$ cat config.mk
export PLATFORM = sky130hd
export DESIGN_NAME = sys_regs
export DESIGN_NICKNAME = d
export VERILOG_FILES = /design/src/hw/sysctl_pkg.sv /design/src/hw/interval_timer.sv /design/src/hw/clk_throttle.sv /design/src/hw/uart_tx.sv /design/src/hw/sys_regs.sv
export SDC_FILE = /design/constraint.sdc
export NUM_CORES = 1
export LEC_CHECK = 0
export BUFFER_PORTS_ARGS = -buffer_cell sky130_fd_sc_hd__buf_4
export CAP_MARGIN = 20
export CORE_AREA = 2 2 291 293
export CTS_CLUSTER_DIAMETER = 60
export DETAILED_ROUTE_END_ITERATION = 12
export DIE_AREA = 0 0 293 295
export PLACE_DENSITY = 0.46
export SYNTH_ARGS = -nofsm -noshare
export SYNTH_HDL_FRONTEND = slang
export SYNTH_SLANG_ARGS = --single-unit
$ cat constraint.sdc
create_clock -name sys_clk -period 3 [get_ports sys_clk]
set_clock_uncertainty 0.2 [all_clocks]
set_input_delay 0.3 -clock sys_clk [delete_from_list [all_inputs] [get_ports sys_clk]]
set_output_delay 0.3 -clock sys_clk [all_outputs]
set_load 0.02 [all_outputs]
$ cat src/hw/sysctl_pkg.sv
package sysctl_pkg;

   typedef struct packed {
      logic [7:0] offset;
      logic [7:0] wdata;
      logic       wr;
   } reg_access_t;

   // register page offsets
   localparam logic [7:0] REG_SPEED      = 8'h00;
   localparam logic [7:0] REG_TIMER_IDX  = 8'h01;
   localparam logic [7:0] REG_TICKS_LO   = 8'h02;
   localparam logic [7:0] REG_TICKS_MID  = 8'h03;
   localparam logic [7:0] REG_TICKS_HI   = 8'h04;
   localparam logic [7:0] REG_TIMER_LOAD = 8'h05;
   localparam logic [7:0] REG_TIMER_EN   = 8'h06;
   localparam logic [7:0] REG_IRQ        = 8'h07;  // write acks, read gives irq byte
   localparam logic [7:0] REG_STATUS     = 8'h08;
   localparam logic [7:0] REG_UART_DATA  = 8'h09;

   localparam int NUM_TIMERS = 8;
   localparam int TIMER_W    = 20;

   typedef logic [TIMER_W-1:0] timer_val_t;

   localparam int UART_DIV = 8;  // sys_clk cycles per bit

endpackage

$ cat src/hw/interval_timer.sv
`timescale 1ns/1ps

module interval_timer
   import sysctl_pkg::*;
(
   input  logic       sys_clk,
   input  logic       reset_n,
   input  logic       enable,
   input  logic       load,
   input  logic       ack,
   input  timer_val_t max_ticks,
   output timer_val_t value,
   output logic       irq
);

   timer_val_t count;
   timer_val_t max_q;
   logic       wrap;

   assign wrap  = enable && !load && (count == max_q);
   assign value = count;

   always_ff @(posedge sys_clk) begin
      if (!reset_n) begin
         count <= '0;
         max_q <= '0;
      end else if (load) begin
         max_q <= max_ticks;
         count <= '0;
      end else if (enable) begin
         if (wrap)
            count <= '0;
         else
            count <= count + 1'b1;
      end
   end

   // wrap wins over ack
   always_ff @(posedge sys_clk) begin
      if (!reset_n)
         irq <= 1'b0;
      else if (wrap)
         irq <= 1'b1;
      else if (ack)
         irq <= 1'b0;
   end

endmodule

$ cat src/hw/clk_throttle.sv
`timescale 1ns/1ps

module clk_throttle (
   input  logic       sys_clk,
   input  logic       reset_n,
   input  logic [2:0] speed,
   output logic       clk_en
);

   logic [4:0] counter;
   logic [2:0] speed_q;
   logic [4:0] cur_mask;
   logic       cur_hit;

   // low counter bits that must be zero for a pulse
   function automatic logic [4:0] speed_mask(input logic [2:0] s);
      logic [4:0] m;
      case (s)
         3'd0:    m = 5'b00000;
         3'd1:    m = 5'b00001;
         3'd2:    m = 5'b00011;
         3'd3:    m = 5'b00111;
         3'd4:    m = 5'b01111;
         default: m = 5'b11111;  // 5..7 capped at /32
      endcase
      return m;
   endfunction

   assign cur_mask = speed_mask(speed_q);
   assign cur_hit  = ((counter & cur_mask) == 5'd0);
   assign clk_en   = cur_hit;

   always_ff @(posedge sys_clk) begin
      if (!reset_n) begin
         counter <= '0;
         speed_q <= '0;
      end else begin
         counter <= counter + 1'b1;
         if (cur_hit)
            speed_q <= speed;  // switch on an old-period boundary
      end
   end

endmodule

$ cat src/hw/uart_tx.sv
`timescale 1ns/1ps

module uart_tx
   import sysctl_pkg::*;
(
   input  logic       sys_clk,
   input  logic       reset_n,
   input  logic       wr_en,
   input  logic [7:0] wr_data,
   output logic       busy,
   output logic       tx
);

   logic [9:0]                  shift;
   logic [3:0]                  bit_cnt;
   logic [$clog2(UART_DIV)-1:0] div_cnt;
   logic                        bit_end;

   assign bit_end = (div_cnt == $bits(div_cnt)'(UART_DIV - 1));
   assign tx      = shift[0];

   always_ff @(posedge sys_clk) begin
      if (!reset_n) begin
         shift   <= '1;  // idle line high
         bit_cnt <= '0;
         div_cnt <= '0;
         busy    <= 1'b0;
      end else if (!busy) begin
         if (wr_en) begin
            shift   <= {1'b1, wr_data, 1'b0};  // stop, data, start
            bit_cnt <= '0;
            div_cnt <= '0;
            busy    <= 1'b1;
         end
      end else begin
         div_cnt <= div_cnt + 1'b1;
         if (bit_end) begin
            div_cnt <= '0;
            shift   <= {1'b1, shift[9:1]};
            if (bit_cnt == 4'd9)
               busy <= 1'b0;  // end of stop bit
            else
               bit_cnt <= bit_cnt + 1'b1;
         end
      end
   end

endmodule

$ cat src/hw/sys_regs.sv
`timescale 1ns/1ps

module sys_regs
   import sysctl_pkg::*;
(
   input  logic        sys_clk,
   input  logic        reset_n,
   input  logic        reg_strobe,
   input  reg_access_t reg_acc,
   output logic [7:0]  reg_rd_data,
   output logic        irq_n,
   output logic        cpu_clk_en,
   output logic        uart_tx
);

   logic [2:0]              speed;
   logic [2:0]              timer_idx;
   timer_val_t              ticks [NUM_TIMERS];
   timer_val_t              value [NUM_TIMERS];
   logic [NUM_TIMERS-1:0]   timer_en;
   logic [NUM_TIMERS-1:0]   timer_load;
   logic [NUM_TIMERS-1:0]   timer_ack;
   logic [NUM_TIMERS-1:0]   timer_irq;
   logic [7:0]              irq_byte;
   logic                    wr_strobe;
   logic                    uart_busy;

   assign wr_strobe = reg_strobe & reg_acc.wr;

   // timer 0 lands in bit 7
   always_comb begin
      for (int i = 0; i < NUM_TIMERS; i++)
         irq_byte[NUM_TIMERS-1-i] = timer_irq[i];
   end

   always_ff @(posedge sys_clk) begin
      if (!reset_n) begin
         speed      <= '0;
         timer_idx  <= '0;
         timer_en   <= '0;
         timer_load <= '0;
         timer_ack  <= '0;
         irq_n      <= 1'b1;
         for (int i = 0; i < NUM_TIMERS; i++)
            ticks[i] <= '0;
      end else begin
         timer_load <= '0;  // single-cycle pulses
         timer_ack  <= '0;
         irq_n      <= ~|timer_irq;
         if (wr_strobe) begin
            case (reg_acc.offset)
               REG_SPEED:      speed <= reg_acc.wdata[2:0];
               REG_TIMER_IDX:  timer_idx <= reg_acc.wdata[2:0];
               REG_TICKS_LO:   ticks[timer_idx][7:0] <= reg_acc.wdata;
               REG_TICKS_MID:  ticks[timer_idx][15:8] <= reg_acc.wdata;
               REG_TICKS_HI:   ticks[timer_idx][19:16] <= reg_acc.wdata[3:0];
               REG_TIMER_LOAD: timer_load[timer_idx] <= 1'b1;
               REG_TIMER_EN:   timer_en[timer_idx] <= reg_acc.wdata[0];
               REG_IRQ:        timer_ack[timer_idx] <= 1'b1;
               default: ;
            endcase
         end
      end
   end

   always_ff @(posedge sys_clk) begin
      if (reg_strobe && !reg_acc.wr) begin
         case (reg_acc.offset)
            REG_SPEED:     reg_rd_data <= {5'b0, speed};
            REG_TIMER_IDX: reg_rd_data <= {5'b0, timer_idx};
            REG_TICKS_LO:  reg_rd_data <= value[timer_idx][7:0];
            REG_TICKS_MID: reg_rd_data <= value[timer_idx][15:8];
            REG_TICKS_HI:  reg_rd_data <= {4'b0, value[timer_idx][19:16]};
            REG_TIMER_EN:  reg_rd_data <= {7'b0, timer_en[timer_idx]};
            REG_IRQ:       reg_rd_data <= irq_byte;
            REG_STATUS:    reg_rd_data <= {6'b0, uart_busy, 1'b0};  // no receiver
            default:       reg_rd_data <= 8'h00;
         endcase
      end
   end

   for (genvar i = 0; i < NUM_TIMERS; i++) begin : g_timer
      interval_timer timer_inst (
         .sys_clk   (sys_clk),
         .reset_n   (reset_n),
         .enable    (timer_en[i]),
         .load      (timer_load[i]),
         .ack       (timer_ack[i]),
         .max_ticks (ticks[i]),
         .value     (value[i]),
         .irq       (timer_irq[i])
      );
   end

   clk_throttle throttle_inst (
      .sys_clk (sys_clk),
      .reset_n (reset_n),
      .speed   (speed),
      .clk_en  (cpu_clk_en)
   );

   uart_tx uart_tx_inst (
      .sys_clk (sys_clk),
      .reset_n (reset_n),
      .wr_en   (wr_strobe && reg_acc.offset == REG_UART_DATA),
      .wr_data (reg_acc.wdata),
      .busy    (uart_busy),
      .tx      (uart_tx)
   );

endmodule

==> impl_metrics.ini <==
[outcome]
outcome = completed

[die]
core_mm2 = 0.08316
dieWidth_um = 293
rows = 106
die_area_mm2 = 0.08644
chipHeight_um = 295
num_io_pins = 31
initial_core_util_pct = 29.84

[synthesis]
yosys_warnings = 0
synth_ff_type = dfxtp_1
yosysTopAreaCell = dfxtp_1
syn_area_mm2 = 0.02481
synth_cells = 2440
ys_ff_latch = 552
synth_area_leaders = dfxtp_1 (31%), edfxtp_1 (20%), mux2i_1 (7.9%), xor2_1 (7.6%), nor2_1 (6.9%)
synth_edf_count = 168
seq_area_frac_synth_pct = 51.32
async_flop_share_pct = 0
synth_fp_nets = 2473
syn_area_per_cell_um2 = 10.17
synthDistinctLibCells = 75
synth_top_area_share_pct = 30.98

[finish]
fin_cells = 3622
syn_to_final_growth_pct = 16.19
final_nets = 2518
layout_commonest_cell = nor2_1
final_cell_mix = nor2_1 (453), dfxtp_1 (382), xor2_1 (216)
drive_gt1_share_pct = 11.22

[global_routing]
grt_pass1_vias = 17720
grt_pass1_wl_mm = 119.0
grt_max_degree = 59
grt.met3_usage_pct = 2.691
grt_busiest_layer = met2
antenna_found_initial = 8
gr-total-overflow = 0
grt_usage_pct = 18.56
met2_usage_pct = 31.29
grt_util_met1_pct = 24.51

[critical_path]
crit_fanout = 16
crit_type = in -> reg
crit_path_end_kind = flip-flop
start_kind = primary input
cp_data_required_time_ns = 3.11
arrival_ns = 2.79

[power_and_ir_drop]
ir_drop_uv = 435.4
cellPowerDensity_mw_per_mm2 = 570.6
p_leak_nw = 10.71

[detailed_routing]
drt_pass1_iterations = 6
drt-total-wl_mm = 79.93
ant_nets = 0
detail_route.wl_per_cell_um = 22.07
avgViaCountPerCell = 4.901
vias = 17750
drtIter0Drc = 1286
route.detailed.drc = 0

[placement]
preCtsSetupSlack_ns = 0.3008
place.gp.congestion = 0.9335
dp_hpwl_mm = 57.54
port_buffers = 30
post-place-cells = 3490

[clock_tree]
clkSinkCount = 552
clk_pin_slew_ns = 0.06
cts_max_path_buffers = 3
cts_tree = done
clk_latency_ns = 0.60
root_buffer = clkbuf_16
cts_made_buffers = 69
htreeDepth = 3

[job]
drv_cap = 0

[timing]
rsz0062_at_grt = no
setup_ws_ns = 0.3267
clock.fmax_mhz = 374.1
hold_violations = 0
timing.slew.headroom_pct = 49.11
drv_slew = 0
min_period_ns = 2.673
final.setup.tns_ns = 0
tightest_slew_ns = 0.7554
setup_viol = 0
min_period_over_period_pct = 89.11

[hold_path]
hold_class = in -> reg
## stage by stage
step | hold slack, ns | total power [mW] | cell area, um2 | util (%)
2_1_floorplan | 0.2369 | 8.105 | 24810 | -
3_3_place_gp | 0.2620 | 8.326 | 26510 | 31.88
3_5_place_dp | 0.2638 | 8.332 | 26510 | 31.88
4_1_cts | 0.003302 | 16.66 | 28820 | 34.66
5_1_grt | 0.01726 | 16.97 | 28820 | 34.66
6_report | 0.03515 | 16.45 | 28830 | 34.66
## power breakdown
part	switching, mW	internal [mW]
clock network	3.27	5.01
registers	0.0349	7.76
logic	0.274	0.0965
## registers in the layout, indices dropped and copies added (netlist names), 5 cells and up
signal	count
ticks	160
timer_en	8
uart_tx_inst.shift	9
reg_rd_data	8
throttle_inst.counter	5
g_timer.timer_inst.max_q	160
timer_ack	8
g_timer.timer_inst.irq	8
g_timer.timer_inst.value	160
timer_load	8
## metal layers
layer / routed length (um) / up-vias
li1: - / 8499
met1: 36420 / 8679
met5: 11 / -
met4: 2429 / 2
met3: 3341 / 133
met2: 37720 / 438
## timing repair
action | in CTS | in global routing
resized for setup | 0 | 0
hold buffers | 4 | 0
setup buffers | 0 | 0
hold endpoints to repair | 16 | 0
## critical path, stage by stage
cell	delay, ns
dlygate4sd3_1	0.55
buf_4	0.19
nor4b_1	0.60
and2_1	0.28
nand2_4	0.27
o21ai_0	0.37
buf_4	0.20
## kinds of logic (layout without fill, tap and decap cells)
kind of cell | after synthesis | count (layout) | synth area share (%)
and+or+nand+nor | 991 | 991 | 19.53
DFF | 552 | 552 | 51.32
xor gates and xnor gates | 316 | 316 | 11.16
muxes | 235 | 235 | 10.15
buffers and inverters | 182 | 283 | 3.011
AOI/OAI and AO/OA | 151 | 151 | 4.181
adders and majority gates | 13 | 13 | 0.6556
other | 0 | 1 | 0
## cell type report
cell class,instances,area [um2]
Tap cell,1080,1351
Clock buffer,105,2016
Multi-Input combinational cell,1706,11340
Inverter,25,98.84
Sequential cell,552,12730
Timing Repair Buffer,131,1031
Fill cell,8328,54330
Clock inverter,22,254.0
Antenna cell,1,2.502
## synthesized netlist by cell type (3+ instances only)
| cell type | n |
|---|---|
| nand4_1 | 77 |
| and2_1 | 143 |
| and4_1 | 16 |
| nor3_1 | 16 |
| buf_4 | 5 |
| nand2b_1 | 5 |
| or3_1 | 6 |
| ha_1 | 13 |
| nand3_1 | 63 |
| edfxtp_1 | 168 |
| nor3b_1 | 9 |
| dfxtp_1 | 384 |
| o22ai_1 | 7 |
| inv_1 | 24 |
| a31oi_1 | 7 |
| o2bb2ai_1 | 4 |
| nand4b_1 | 3 |
| xor2_1 | 216 |
| a221oi_1 | 11 |
| o21ai_0 | 44 |
| clkbuf_1 | 115 |
| a221o_1 | 9 |
| a32oi_1 | 6 |
| mux2_2 | 29 |
| a21oi_1 | 17 |
| nor4_1 | 31 |
| nor2_1 | 453 |
| buf_1 | 11 |
| mux2i_1 | 195 |
| mux4_2 | 10 |
| nor2b_1 | 14 |
| nand2_1 | 108 |
| a22oi_1 | 20 |
| xnor2_1 | 100 |
| buf_2 | 23 |
| and3_1 | 27 |
## final timing paths
path                                             from                    end  slack [ns]  depth (start not counted)
worst max-delay path                       reg_acc[9]            ticks[7][4]        0.33                          7
worst min-delay path                       reg_acc[0]         reg_rd_data[2]        0.04                          3
worst max register to register           timer_idx[0]         reg_rd_data[2]        0.36                          7
worst min register to register  uart_tx_inst.shift[4]  uart_tx_inst.shift[4]        0.27                          2
Note: power is estimated with default switching activity, not from simulation.
